## config.mk

```make
export PLATFORM = sky130hd
export DESIGN_NAME = riscv_mw_memdecode
export DESIGN_NICKNAME = d
export VERILOG_FILES = /design/src/verilog/riscv_mw_pkg.sv /design/src/verilog/riscv_mw_memdecode.sv
export SDC_FILE = /design/constraint.sdc
export NUM_CORES = 1
export LEC_CHECK = 0
export BUFFER_PORTS_ARGS = -buffer_cell sky130_fd_sc_hd__buf_4
export CAP_MARGIN = 5
export CORE_MARGIN = 2
export CORE_UTILIZATION = 48
export DETAILED_ROUTE_END_ITERATION = 8
export PLACE_DENSITY = 0.91
export SLEW_MARGIN = 20
export SYNTH_ARGS = -nofsm -noshare
export SYNTH_HDL_FRONTEND = slang
export SYNTH_SLANG_ARGS = --single-unit
export TNS_END_PERCENT = 30
```

## constraint.sdc

```tcl
create_clock -name vclk -period 6
set_input_delay 0.9 -clock vclk [all_inputs]
set_output_delay 0.9 -clock vclk [all_outputs]
set_load 0.03 [all_outputs]
```

## src/verilog/riscv_mw_pkg.sv

```systemverilog
`default_nettype none

package riscv_mw_pkg;

    localparam int xlen = 64;

    // writeback result source
    localparam logic [2:0] res_alu     = 3'd0;
    localparam logic [2:0] res_load    = 3'd1;
    localparam logic [2:0] res_pcplus4 = 3'd2;
    localparam logic [2:0] res_uimm    = 3'd3;
    localparam logic [2:0] res_csr     = 3'd4;
    localparam logic [2:0] res_sc      = 3'd5;    // 6 and 7 give zero

    // load size, funct3 encoding
    localparam logic [2:0] lb  = 3'd0;
    localparam logic [2:0] lh  = 3'd1;
    localparam logic [2:0] lw  = 3'd2;
    localparam logic [2:0] ld  = 3'd3;
    localparam logic [2:0] lbu = 3'd4;
    localparam logic [2:0] lhu = 3'd5;
    localparam logic [2:0] lwu = 3'd6;

    // one memory doubleword seen at three granularities
    typedef union packed {
        logic [7:0][7:0]  b;    // bytes
        logic [3:0][15:0] h;    // halfwords
        logic [1:0][31:0] w;    // words
    } load_word_u;

endpackage

`default_nettype wire
```

## src/verilog/riscv_mw_memdecode.sv

```systemverilog
`default_nettype none

module riscv_mw_memdecode (
    input  riscv_mw_pkg::load_word_u       i_riscv_mw_memrdata_m,
    input  logic [2:0]                     i_riscv_mw_byteoff_m,
    input  logic [2:0]                     i_riscv_mw_loadsize_m,
    output logic [riscv_mw_pkg::xlen-1:0]  o_riscv_mw_memload_m
);

    logic [7:0]  byte_sel;
    logic [15:0] half_sel;
    logic [31:0] word_sel;

    // pick lanes, low offset bits ignored for wider accesses
    always_comb begin
        byte_sel = i_riscv_mw_memrdata_m.b[i_riscv_mw_byteoff_m];
        half_sel = i_riscv_mw_memrdata_m.h[i_riscv_mw_byteoff_m[2:1]];
        word_sel = i_riscv_mw_memrdata_m.w[i_riscv_mw_byteoff_m[2]];
    end

    always_comb begin
        case (i_riscv_mw_loadsize_m)
            riscv_mw_pkg::lb: begin
                o_riscv_mw_memload_m = {{(riscv_mw_pkg::xlen-8){byte_sel[7]}}, byte_sel};
            end
            riscv_mw_pkg::lh: begin
                o_riscv_mw_memload_m = {{(riscv_mw_pkg::xlen-16){half_sel[15]}}, half_sel};
            end
            riscv_mw_pkg::lw: begin
                o_riscv_mw_memload_m = {{(riscv_mw_pkg::xlen-32){word_sel[31]}}, word_sel};
            end
            riscv_mw_pkg::ld: begin
                o_riscv_mw_memload_m = i_riscv_mw_memrdata_m;
            end
            riscv_mw_pkg::lbu: begin
                o_riscv_mw_memload_m = {{(riscv_mw_pkg::xlen-8){1'b0}}, byte_sel};
            end
            riscv_mw_pkg::lhu: begin
                o_riscv_mw_memload_m = {{(riscv_mw_pkg::xlen-16){1'b0}}, half_sel};
            end
            riscv_mw_pkg::lwu: begin
                o_riscv_mw_memload_m = {{(riscv_mw_pkg::xlen-32){1'b0}}, word_sel};
            end
            default: begin
                o_riscv_mw_memload_m = i_riscv_mw_memrdata_m;    // code 7 read as ld
            end
        endcase
    end

endmodule

`default_nettype wire

```

==> key figures <==
Status
  – Status: complete, no violations

Placement
  – Gpl congestion: 0.826
  – Post-Place Cell Area: ~0.0029 mm²
  – HPWL after detailed placement: 5290 µm
  – Buffers added on ports: roughly 130

Power and ir drop
  – Pwr/cell area: around 130 mW/mm²
  – Pleak: around 1.4 nW
  – Comb pwr share: between 90% and 100%
  – Pint: 0.151 mW
  – Share of power burned in registers: 0%
  – Sw Pwr: about 0.21 mW
  – Sw frac: between 50% and 60%
  – IR drop worst, VDD: 0.0877 mV
  – Clock Power Share: 0%

Clock tree
  – Post-cts resize count: 0
  – Hold buffers post-CTS: 0
  – Post-CTS setup buffers: 0

Timing
  – Final hold violations: 0
  – Period utilisation layout: 74.5%
  – Final min period: roughly 4.5 ns
  – Achievable Freq: about 0.22 GHz
  – RSZ-0062 raised after global routing: no
  – Final-report max-slew violation count: 0
  – Max_slew headroom: 28.8%
  – TNS Setup: 0 ns
  – Worst-Margin Slew: 1.07 ns
  – Setup violators final: 0

Cells and area
  – Fillers: 332
  – Share of layout cells above drive strength 1: approximately half
  – Most frequent cells in the layout: 136 x buf_4, 52 x nand2_1, 32 x a21oi_1, 30 x nand2_2, 29 x nor2_1
  – Antenna cells: 0
  – # clk buffers: 0
  – # nets final: ~470
  – Most common cell after layout, fill and taps aside: buf_4
  – Seq cells: 0
  – Final Instance Area: roughly 0.0029 mm²
  – Area Growth Syn to Fin: 49.1%
  – Register Area: 0 µm²

Setup path
  – Worst setup EP type: output port
  – CP arrival: approximately 3.6 ns
  – CP startpoint kind: input pin
  – Crit path kind: in2out
  – WP data required: slightly above 5 ns
  – Crit-path max FO: 24

GRT
  – Total GRT Usage: 29.4%
  – Vias in the first global route: roughly 2,300
  – Global route total overflow: 0
  – Pin count of the biggest net entering global routing: 48
  – First-pass GRT wire length: approximately 11,000 µm
  – Antenna violations before repair: 0

Yosys
  – Synth Warn #: 0
  – Sequential area share after synthesis: 0%
  – Post-synth net total: approximately 360
  – Post-Syn Area: 0.00192 mm²
  – Average size of a mapped cell: 6.75 µm²
  – Gate Count Post-Synth: 285
  – Synth unique cells: 29

Drt
  – Vias per cell: 5.78
  – First drt pass iteration count: 4
  – DRC: 0
  – WL final: around 7000 µm
  – ANT nets after route: 0
  – Vias: between 2,000 and 3,000
  – Initial DRC Count: between 200 and 250
  – Routed len/inst: 15.9 µm

Die
  – Core Rows: 23
  – DIE AREA: roughly 0.0045 mm²
  – Core ar.: 0.00391 mm²
  – Io pins: ~130
  – Initial cell density of the core: 49.2%
  – Die Span Y: 67.3 µm
  – Width of the chip: approximately 67 µm

Run
  – Max Cap Viol: 0

Worst hold path
  – WHS Path Cells: 4
  – Type of the worst min-delay path: in2out
## kinds of logic after synthesis
family	after synthesis	synth area share, %
compound gates	74	23.1
buf+inv	29	7.67
mux	52	36.8
simple gates	130	32.4
## critical path: stages
cell and delay (ns):
buf_4 0.32, mux2_2 0.41, mux4_2 0.54, a221oi_4 0.79, buf_4 0.35, nand2_2 0.06, buf_4 0.17
## metal layers
metal / up-vias / routed length [µm] / global-route usage [%]
met1: 1196 / 2830 / 38.4
li1: 1233 / - / -
met5: - / 0 / 0
met3: 0 / 655 / 2.33
met4: 0 / 0 / 2.04
met2: 133 / 3560 / 54.8
## final cells by class
class | instances | area, µm² | share of cell area (%)
Inverter | 1 | 3.75 | 0.131
Multi-Input combinational cell | 256 | 1780 | 62.1
Tap cell | 50 | 62.6 | 2.18
Timing Repair Buffer | 136 | 1020 | 35.6
## Yosys cell counts
library cell / number / area, µm²
nor3b_1: 2 / 15.0
nor4b_2: 1 / 15.0
o211ai_1: 7 / 52.6
a222oi_1: 1 / 10.0
nand2_1: 52 / 195
a22oi_1: 8 / 60.1
nand2b_1: 10 / 62.6
mux2_4: 1 / 15.0
or3b_2: 1 / 8.76
mux2i_1: 22 / 220
buf_6: 4 / 45.0
nand2_2: 30 / 188
and2_1: 2 / 12.5
a21oi_1: 33 / 165
inv_1: 1 / 3.75
clkbuf_1: 17 / 63.8
nor2_1: 29 / 109
nor2b_1: 1 / 6.26
mux4_2: 13 / 293
o22ai_1: 3 / 18.8
a31oi_1: 1 / 6.26
mux2_2: 15 / 169
mux2_1: 1 / 11.3
nor3_1: 1 / 5.00
buf_2: 7 / 35.0
o21ai_0: 19 / 95.1
a221oi_4: 1 / 26.3
o21ba_2: 1 / 10.0
nand3b_1: 1 / 7.51
## power by group through the flow
stage / Combinational, mW / Clock (mW) / Sequential, mW
floorplan: 0.228 / 0 / 0
global placement: 0.357 / 0 / 0
detailed placement: 0.363 / 0 / 0
CTS: 0.364 / 0 / 0
global route: 0.388 / 0 / 0
finish: 0.366 / 0 / 0
## per-stage QoR
step	setup WS (ns)	util (%)	hold slack, ns	instances	power [mW]
floorplan	2.47	-	1.97	285	0.228
global placement	1.58	73.2	2.14	443	0.357
detailed placement	1.54	73.2	2.14	443	0.363
CTS	1.54	73.2	2.14	443	0.364
global route	1.41	73.3	2.16	443	0.388
finish	1.53	73.3	2.14	443	0.366
## worst paths after layout
kind	from	endpoint	slack, ns
setup / recovery	i_riscv_mw_byteoff_m[1]	o_riscv_mw_memload_m[49]	1.53
hold / removal	i_riscv_mw_memrdata_m[48]	o_riscv_mw_memload_m[48]	2.14
No activity file was read; power rests on OpenSTA's default activity.
