File: config.mk
export PLATFORM = sky130hd
export DESIGN_NAME = riscv_mw_ppreg_flat
export DESIGN_NICKNAME = d
export VERILOG_FILES = /design/src/verilog/riscv_mw_pkg.sv /design/src/verilog/riscv_mw_wb_if.sv /design/src/verilog/riscv_mw_ppreg.sv /design/src/flat_wrapper.sv
export SDC_FILE = /design/constraint.sdc
export NUM_CORES = 1
export LEC_CHECK = 0
export BUFFER_PORTS_ARGS = -buffer_cell sky130_fd_sc_hd__buf_2
export CORE_AREA = 2 2 309 311
export DETAILED_ROUTE_END_ITERATION = 6
export DIE_AREA = 0 0 311 313
export HOLD_SLACK_MARGIN = 0.15
export PLACE_DENSITY = 0.36
export SLEW_MARGIN = 15
export SYNTH_ARGS = -nofsm -noshare
export SYNTH_HDL_FRONTEND = slang
export SYNTH_SLANG_ARGS = --single-unit
export TNS_END_PERCENT = 10
File: constraint.sdc
create_clock -name i_riscv_mw_clk -period 36.2 [get_ports i_riscv_mw_clk]
set_input_delay 5.43 -clock i_riscv_mw_clk [delete_from_list [all_inputs] [get_ports i_riscv_mw_clk]]
set_output_delay 5.43 -clock i_riscv_mw_clk [all_outputs]
set_load 0.02 [all_outputs]
File: src/verilog/riscv_mw_pkg.sv
`default_nettype none

package riscv_mw_pkg;

    localparam int xlen = 64;

    // writeback result source
    localparam logic [2:0] res_alu     = 3'd0;
    localparam logic [2:0] res_load    = 3'd1;
    localparam logic [2:0] res_pcplus4 = 3'd2;
    localparam logic [2:0] res_uimm    = 3'd3;
    localparam logic [2:0] res_csr     = 3'd4;
    localparam logic [2:0] res_sc      = 3'd5;    // 6 and 7 give zero

    // load size, funct3 encoding
    localparam logic [2:0] lb  = 3'd0;
    localparam logic [2:0] lh  = 3'd1;
    localparam logic [2:0] lw  = 3'd2;
    localparam logic [2:0] ld  = 3'd3;
    localparam logic [2:0] lbu = 3'd4;
    localparam logic [2:0] lhu = 3'd5;
    localparam logic [2:0] lwu = 3'd6;

    // one memory doubleword seen at three granularities
    typedef union packed {
        logic [7:0][7:0]  b;    // bytes
        logic [3:0][15:0] h;    // halfwords
        logic [1:0][31:0] w;    // words
    } load_word_u;

endpackage

`default_nettype wire
File: src/verilog/riscv_mw_wb_if.sv
`default_nettype none

interface riscv_mw_wb_if;

    logic [riscv_mw_pkg::xlen-1:0] pcplus4;
    logic [riscv_mw_pkg::xlen-1:0] result;
    logic [riscv_mw_pkg::xlen-1:0] uimm;
    logic [riscv_mw_pkg::xlen-1:0] memload;
    logic [4:0]                    rdaddr;
    logic [2:0]                    resultsrc;
    logic                          regw;
    logic [riscv_mw_pkg::xlen-1:0] csrout;
    logic                          iscsr;
    logic                          gototrap;
    logic                          returnfromtrap;
    logic                          instret;         // one per retired instr
    logic [riscv_mw_pkg::xlen-1:0] rddata_sc;

    // stage register side
    modport stage (
        output pcplus4, result, uimm, memload,
        output rdaddr, resultsrc, regw, csrout,
        output iscsr, gototrap, returnfromtrap,
        output instret, rddata_sc
    );

    // writeback side
    modport wb (
        input pcplus4, result, uimm, memload,
        input rdaddr, resultsrc, regw, csrout,
        input iscsr, gototrap, returnfromtrap,
        input instret, rddata_sc
    );

endinterface

`default_nettype wire

File: src/verilog/riscv_mw_ppreg.sv
`default_nettype none

module riscv_mw_ppreg (
    input  logic                          i_riscv_mw_clk,
    input  logic                          i_riscv_mw_rst,
    input  logic                          i_riscv_mw_stall,
    input  logic                          i_riscv_mw_flush,    // trap redirect
    input  logic [riscv_mw_pkg::xlen-1:0] i_riscv_mw_pcplus4_m,
    input  logic [riscv_mw_pkg::xlen-1:0] i_riscv_mw_result_m,
    input  logic [riscv_mw_pkg::xlen-1:0] i_riscv_mw_uimm_m,
    input  logic [riscv_mw_pkg::xlen-1:0] i_riscv_mw_memload_m,
    input  logic [riscv_mw_pkg::xlen-1:0] i_riscv_mw_csrout_m,
    input  logic [riscv_mw_pkg::xlen-1:0] i_riscv_mw_rddata_sc_m,
    input  logic [4:0]                    i_riscv_mw_rdaddr_m,
    input  logic [2:0]                    i_riscv_mw_resultsrc_m,
    input  logic                          i_riscv_mw_regw_m,
    input  logic                          i_riscv_mw_iscsr_m,
    input  logic                          i_riscv_mw_gototrap_m,
    input  logic                          i_riscv_mw_returnfromtrap_m,
    input  logic                          i_riscv_mw_instret_m,
    riscv_mw_wb_if.stage                  wb
);

    always_ff @(posedge i_riscv_mw_clk or posedge i_riscv_mw_rst) begin
        if (i_riscv_mw_rst) begin
            wb.pcplus4        <= '0;
            wb.result         <= '0;
            wb.uimm           <= '0;
            wb.memload        <= '0;
            wb.rdaddr         <= '0;
            wb.resultsrc      <= '0;
            wb.regw           <= 1'b0;
            wb.csrout         <= '0;
            wb.iscsr          <= 1'b0;
            wb.gototrap       <= 1'b0;
            wb.returnfromtrap <= 1'b0;
            wb.instret        <= 1'b0;
            wb.rddata_sc      <= '0;
        end else if (i_riscv_mw_flush) begin    // flush wins over stall
            wb.pcplus4        <= '0;
            wb.result         <= '0;
            wb.uimm           <= '0;
            wb.memload        <= '0;
            wb.rdaddr         <= '0;
            wb.resultsrc      <= '0;
            wb.regw           <= 1'b0;
            wb.csrout         <= '0;
            wb.iscsr          <= 1'b0;
            wb.gototrap       <= 1'b0;
            wb.returnfromtrap <= 1'b0;
            wb.instret        <= 1'b0;
            wb.rddata_sc      <= '0;
        end else if (!i_riscv_mw_stall) begin
            wb.pcplus4        <= i_riscv_mw_pcplus4_m;
            wb.result         <= i_riscv_mw_result_m;
            wb.uimm           <= i_riscv_mw_uimm_m;
            wb.memload        <= i_riscv_mw_memload_m;
            wb.rdaddr         <= i_riscv_mw_rdaddr_m;
            wb.resultsrc      <= i_riscv_mw_resultsrc_m;
            wb.regw           <= i_riscv_mw_regw_m;
            wb.csrout         <= i_riscv_mw_csrout_m;
            wb.iscsr          <= i_riscv_mw_iscsr_m;
            wb.gototrap       <= i_riscv_mw_gototrap_m;
            wb.returnfromtrap <= i_riscv_mw_returnfromtrap_m;
            wb.instret        <= i_riscv_mw_instret_m;
            wb.rddata_sc      <= i_riscv_mw_rddata_sc_m;
        end else begin
            // held instruction must not retire twice
            wb.instret        <= 1'b0;
        end
    end

endmodule

`default_nettype wire

File: src/flat_wrapper.sv
// flat-port wrapper written by rule: the top's interface ports become plain ports
module riscv_mw_ppreg_flat 
  (i_riscv_mw_clk, i_riscv_mw_rst, i_riscv_mw_stall, i_riscv_mw_flush, i_riscv_mw_pcplus4_m, i_riscv_mw_result_m, i_riscv_mw_uimm_m, i_riscv_mw_memload_m, i_riscv_mw_csrout_m, i_riscv_mw_rddata_sc_m, i_riscv_mw_rdaddr_m, i_riscv_mw_resultsrc_m, i_riscv_mw_regw_m, i_riscv_mw_iscsr_m, i_riscv_mw_gototrap_m, i_riscv_mw_returnfromtrap_m, i_riscv_mw_instret_m, wb_pcplus4, wb_result, wb_uimm, wb_memload, wb_rdaddr, wb_resultsrc, wb_regw, wb_csrout, wb_iscsr, wb_gototrap, wb_returnfromtrap, wb_instret, wb_rddata_sc);
  riscv_mw_wb_if wb_i ();
  input  logic i_riscv_mw_clk;
  input  logic i_riscv_mw_rst;
  input  logic i_riscv_mw_stall;
  input  logic i_riscv_mw_flush;
  input  logic [riscv_mw_pkg::xlen-1:0] i_riscv_mw_pcplus4_m;
  input  logic [riscv_mw_pkg::xlen-1:0] i_riscv_mw_result_m;
  input  logic [riscv_mw_pkg::xlen-1:0] i_riscv_mw_uimm_m;
  input  logic [riscv_mw_pkg::xlen-1:0] i_riscv_mw_memload_m;
  input  logic [riscv_mw_pkg::xlen-1:0] i_riscv_mw_csrout_m;
  input  logic [riscv_mw_pkg::xlen-1:0] i_riscv_mw_rddata_sc_m;
  input  logic [4:0] i_riscv_mw_rdaddr_m;
  input  logic [2:0] i_riscv_mw_resultsrc_m;
  input  logic i_riscv_mw_regw_m;
  input  logic i_riscv_mw_iscsr_m;
  input  logic i_riscv_mw_gototrap_m;
  input  logic i_riscv_mw_returnfromtrap_m;
  input  logic i_riscv_mw_instret_m;
  output wire logic [$bits(wb_i.pcplus4)-1:0] wb_pcplus4;
  output wire logic [$bits(wb_i.result)-1:0] wb_result;
  output wire logic [$bits(wb_i.uimm)-1:0] wb_uimm;
  output wire logic [$bits(wb_i.memload)-1:0] wb_memload;
  output wire logic [$bits(wb_i.rdaddr)-1:0] wb_rdaddr;
  output wire logic [$bits(wb_i.resultsrc)-1:0] wb_resultsrc;
  output wire logic [$bits(wb_i.regw)-1:0] wb_regw;
  output wire logic [$bits(wb_i.csrout)-1:0] wb_csrout;
  output wire logic [$bits(wb_i.iscsr)-1:0] wb_iscsr;
  output wire logic [$bits(wb_i.gototrap)-1:0] wb_gototrap;
  output wire logic [$bits(wb_i.returnfromtrap)-1:0] wb_returnfromtrap;
  output wire logic [$bits(wb_i.instret)-1:0] wb_instret;
  output wire logic [$bits(wb_i.rddata_sc)-1:0] wb_rddata_sc;
  assign wb_pcplus4 = wb_i.pcplus4;
  assign wb_result = wb_i.result;
  assign wb_uimm = wb_i.uimm;
  assign wb_memload = wb_i.memload;
  assign wb_rdaddr = wb_i.rdaddr;
  assign wb_resultsrc = wb_i.resultsrc;
  assign wb_regw = wb_i.regw;
  assign wb_csrout = wb_i.csrout;
  assign wb_iscsr = wb_i.iscsr;
  assign wb_gototrap = wb_i.gototrap;
  assign wb_returnfromtrap = wb_i.returnfromtrap;
  assign wb_instret = wb_i.instret;
  assign wb_rddata_sc = wb_i.rddata_sc;
  riscv_mw_ppreg u_core (.i_riscv_mw_clk(i_riscv_mw_clk), .i_riscv_mw_rst(i_riscv_mw_rst), .i_riscv_mw_stall(i_riscv_mw_stall), .i_riscv_mw_flush(i_riscv_mw_flush), .i_riscv_mw_pcplus4_m(i_riscv_mw_pcplus4_m), .i_riscv_mw_result_m(i_riscv_mw_result_m), .i_riscv_mw_uimm_m(i_riscv_mw_uimm_m), .i_riscv_mw_memload_m(i_riscv_mw_memload_m), .i_riscv_mw_csrout_m(i_riscv_mw_csrout_m), .i_riscv_mw_rddata_sc_m(i_riscv_mw_rddata_sc_m), .i_riscv_mw_rdaddr_m(i_riscv_mw_rdaddr_m), .i_riscv_mw_resultsrc_m(i_riscv_mw_resultsrc_m), .i_riscv_mw_regw_m(i_riscv_mw_regw_m), .i_riscv_mw_iscsr_m(i_riscv_mw_iscsr_m), .i_riscv_mw_gototrap_m(i_riscv_mw_gototrap_m), .i_riscv_mw_returnfromtrap_m(i_riscv_mw_returnfromtrap_m), .i_riscv_mw_instret_m(i_riscv_mw_instret_m), .wb(wb_i));
endmodule
==> results.json <==
{
  "status": "complete, no violations",
  "netlist_instances": 1279,
  "routed_via_density": 3.69,
  "r2r-end": "u_core.wb.uimm[9]",
  "setup_tns_ps": 0,
  "initialDrtViolationCount": 475,
  "final_antenna_net_count": 0,
  "crit_path_end_kind": "flip-flop",
  "grt_start_max_net_pins": 193,
  "cp.depth": 6,
  "hp-class": "reg -> reg",
  "final_common_cell": "buf_2",
  "drv_slew": 0,
  "crit_start": "i_riscv_mw_stall",
  "rsz0062_at_grt": "no",
  "htreeDepth": 2,
  "pre_cts_ws_ps": 26860,
  "portBuffers": 797,
  "clk_latency_ps": 580,
  "synthXorXnorAreaFrac_pct": 0,
  "wire_per_inst_um": 17.1,
  "gp_congestion": 0.805,
  "required_ps": 36630,
  "antenna_found_initial": 13,
  "postCtsSetupRepairBufs": 0,
  "p_leak_uw": 0.0128,
  "max_freq_ghz": 0.116,
  "dr_wl_met2_mm": 30.0,
  "hold_depth": 2,
  "grt_pass1_vias": 13300,
  "crit_top_cell": "buf_4",
  "synth-simple-area-share_pct": 9.28,
  "utilization_pct": 24.1,
  "period_needed_ps": 8660,
  "path_delay_family": "buffers and inverters",
  "final_cell_mix": "buf_2 (795), dfrtp_1 (397), mux2i_1 (396), nor2_1 (396), clkbuf_16 (51)",
  "critPathKind": "in -> reg",
  "numCtsBuffers": 49,
  "setup_viol": 0,
  "fillers": 10300,
  "ys_seq_area_share_pct": 61.7,
  "wl_met3_mm": 4.38,
  "synth.avg_cell_area_um2": 12.6,
  "maxCapViolations": 0,
  "met1Wirelength_mm": 21.5,
  "wl_mm": 57.6,
  "die_w_um": 311,
  "synth_adder_area_share_pct": 0,
  "place_area_um2": 21100,
  "finalCritPeriodShare_pct": 23.9,
  "holdBufCountCts": 0,
  "design.core.area_um2": 94200,
  "drive_gt1_share_pct": 42.4,
  "final-hold-violation-count": 0,
  "first_pass_iters": 4,
  "cts_tree": "built",
  "routed.top_layer": "met5",
  "synth.mux.area_fraction_pct": 24.6,
  "yosys_warnings": 0,
  "ff2ff_path_depth": 2,
  "synth.distinct_cells": 11,
  "worstPathMaxFanout": 70,
  "clk_pin_slew_worst_paths_ps": 60,
  "ctsLongestPathBuffers": 3,
  "crit_slowest_cell": "buf_4",
  "cts.sinks": 397,
  "startpoint_type": "input port",
  "nets": 2453,
  "r2r-start": "u_core.wb.uimm[9]",
  "syn_area_um2": 16100,
  "rows": 113,
  "slew_headroom_pct": 18.0,
  "peakVddDrop_mv": 0.0290,
  "pin_count": 798,
  "start_util_pct": 17.1,
  "synth_compound_area_share_pct": 0,
  "drc": 0,
  "crit_arrival_ps": 9080,
  "groute.usage.overall_pct": 11.4,
  "vias": 12400,
  "ys_ff_latch": 397,
  "syn_nets": 1680,
  "worst_pin_slew_ps": 1230,
  "setup.worst_path.end": "u_core.wb.result[59]",
  "cp_cell_sequence": "buf_8, buf_4, buf_4, buf_4, mux2i_1, nor2_1",
  "fin_area_um2": 22700,
  "root_buffer": "clkbuf_16",
  "timing.final.ws_setup_ps": 27540,
  "cp_slowest_stage_delay_ps": 880,
  "synth_top_family_by_area": "multiplexers",
  "grt_pass1_wl_mm": 85.9,
  "cp_num_buf_inv": 4,
  "power_density_nw_per_um2": 49.6,
  "fin_skew_ps": 0,
  "die_area_um2": 97300,
  "die_h_um": 313,
  "area_growth_pct": 41.3,
  "cts_resized": 0,
  "grt-ovfl-total": 0,
  "dp_hpwl_mm": 41.8,
  "r2r_slack_ps": 35410
}
per-stage QoR:
step,hold slack (ps),power (uW),instances
4_1_cts,520,1160,3356
6_report,513,1130,3366
3_3_place_gp,498,650,3266
2_1_floorplan,636,584,1279
5_1_grt,540,1190,3365
3_5_place_dp,508,652,3266
cell type report:
cell class	count	area, um2	share of cell area [%]
sequential	397	9930	43.7
multi-input combinational	793	5460	24.0
timing repair buffer	810	4120	18.1
tap	1265	1580	6.96
clock buffer	79	1510	6.65
clock inverter	11	90.1	0.396
antenna	10	25.0	0.110
inverter	1	11.3	0.0495
power breakdown:
group	leakage (uW)	internal, uW	switching [uW]
logic	0.00673	59.7	97.5
registers	0.00527	469	13.6
clock network	0.000790	291	197
worst min-delay path, delay by kind of cell (launching register included):
kind | cells | cell delay, ps
flops | 1 | 330
mux | 1 | 70
simple gates | 1 | 70
synth_stat cells, drive strengths merged:
library cell / n / area [um2]
mux2i: 396 / 3960
clkbuf: 25 / 93.8
nor3b: 1 / 7.51
dfrtp: 397 / 9930
buf: 63 / 602
nor2: 396 / 1490
inv: 1 / 3.75
registers in the layout (all words and copies together), names as in the netlist:
register / flops
u_core.wb.result: 64
u_core.wb.pcplus4: 64
u_core.wb.rdaddr: 5
u_core.wb.uimm: 64
u_core.wb.regw: 1
u_core.wb.instret: 1
u_core.wb.resultsrc: 3
u_core.wb.iscsr: 1
u_core.wb.returnfromtrap: 1
u_core.wb.rddata_sc: 64
u_core.wb.memload: 64
u_core.wb.gototrap: 1
u_core.wb.csrout: 64
how the worst min path moves through the flow:
stage,from,endpoint
3_3_place_gp,u_core.wb.rddata_sc[45],u_core.wb.rddata_sc[45]
3_5_place_dp,u_core.wb.csrout[2],u_core.wb.csrout[2]
2_1_floorplan,u_core.wb.csrout[0],u_core.wb.csrout[0]
5_1_grt,u_core.wb.memload[18],u_core.wb.memload[18]
4_1_cts,u_core.wb.csrout[47],u_core.wb.csrout[47]
6_report,u_core.wb.csrout[2],u_core.wb.csrout[2]
per-layer routing:
layer,vias up,GRT usage (%)
met1,6060,12.5
met2,481,20.2
li1,5790,-
met3,91,3.88
met4,8,4.41
met5,-,0
logic make-up after synthesis:
logic type,Yosys count
mux,396
flops,397
buf+inv,89
simple gates,397
Note: power is estimated with default switching activity, not from simulation.
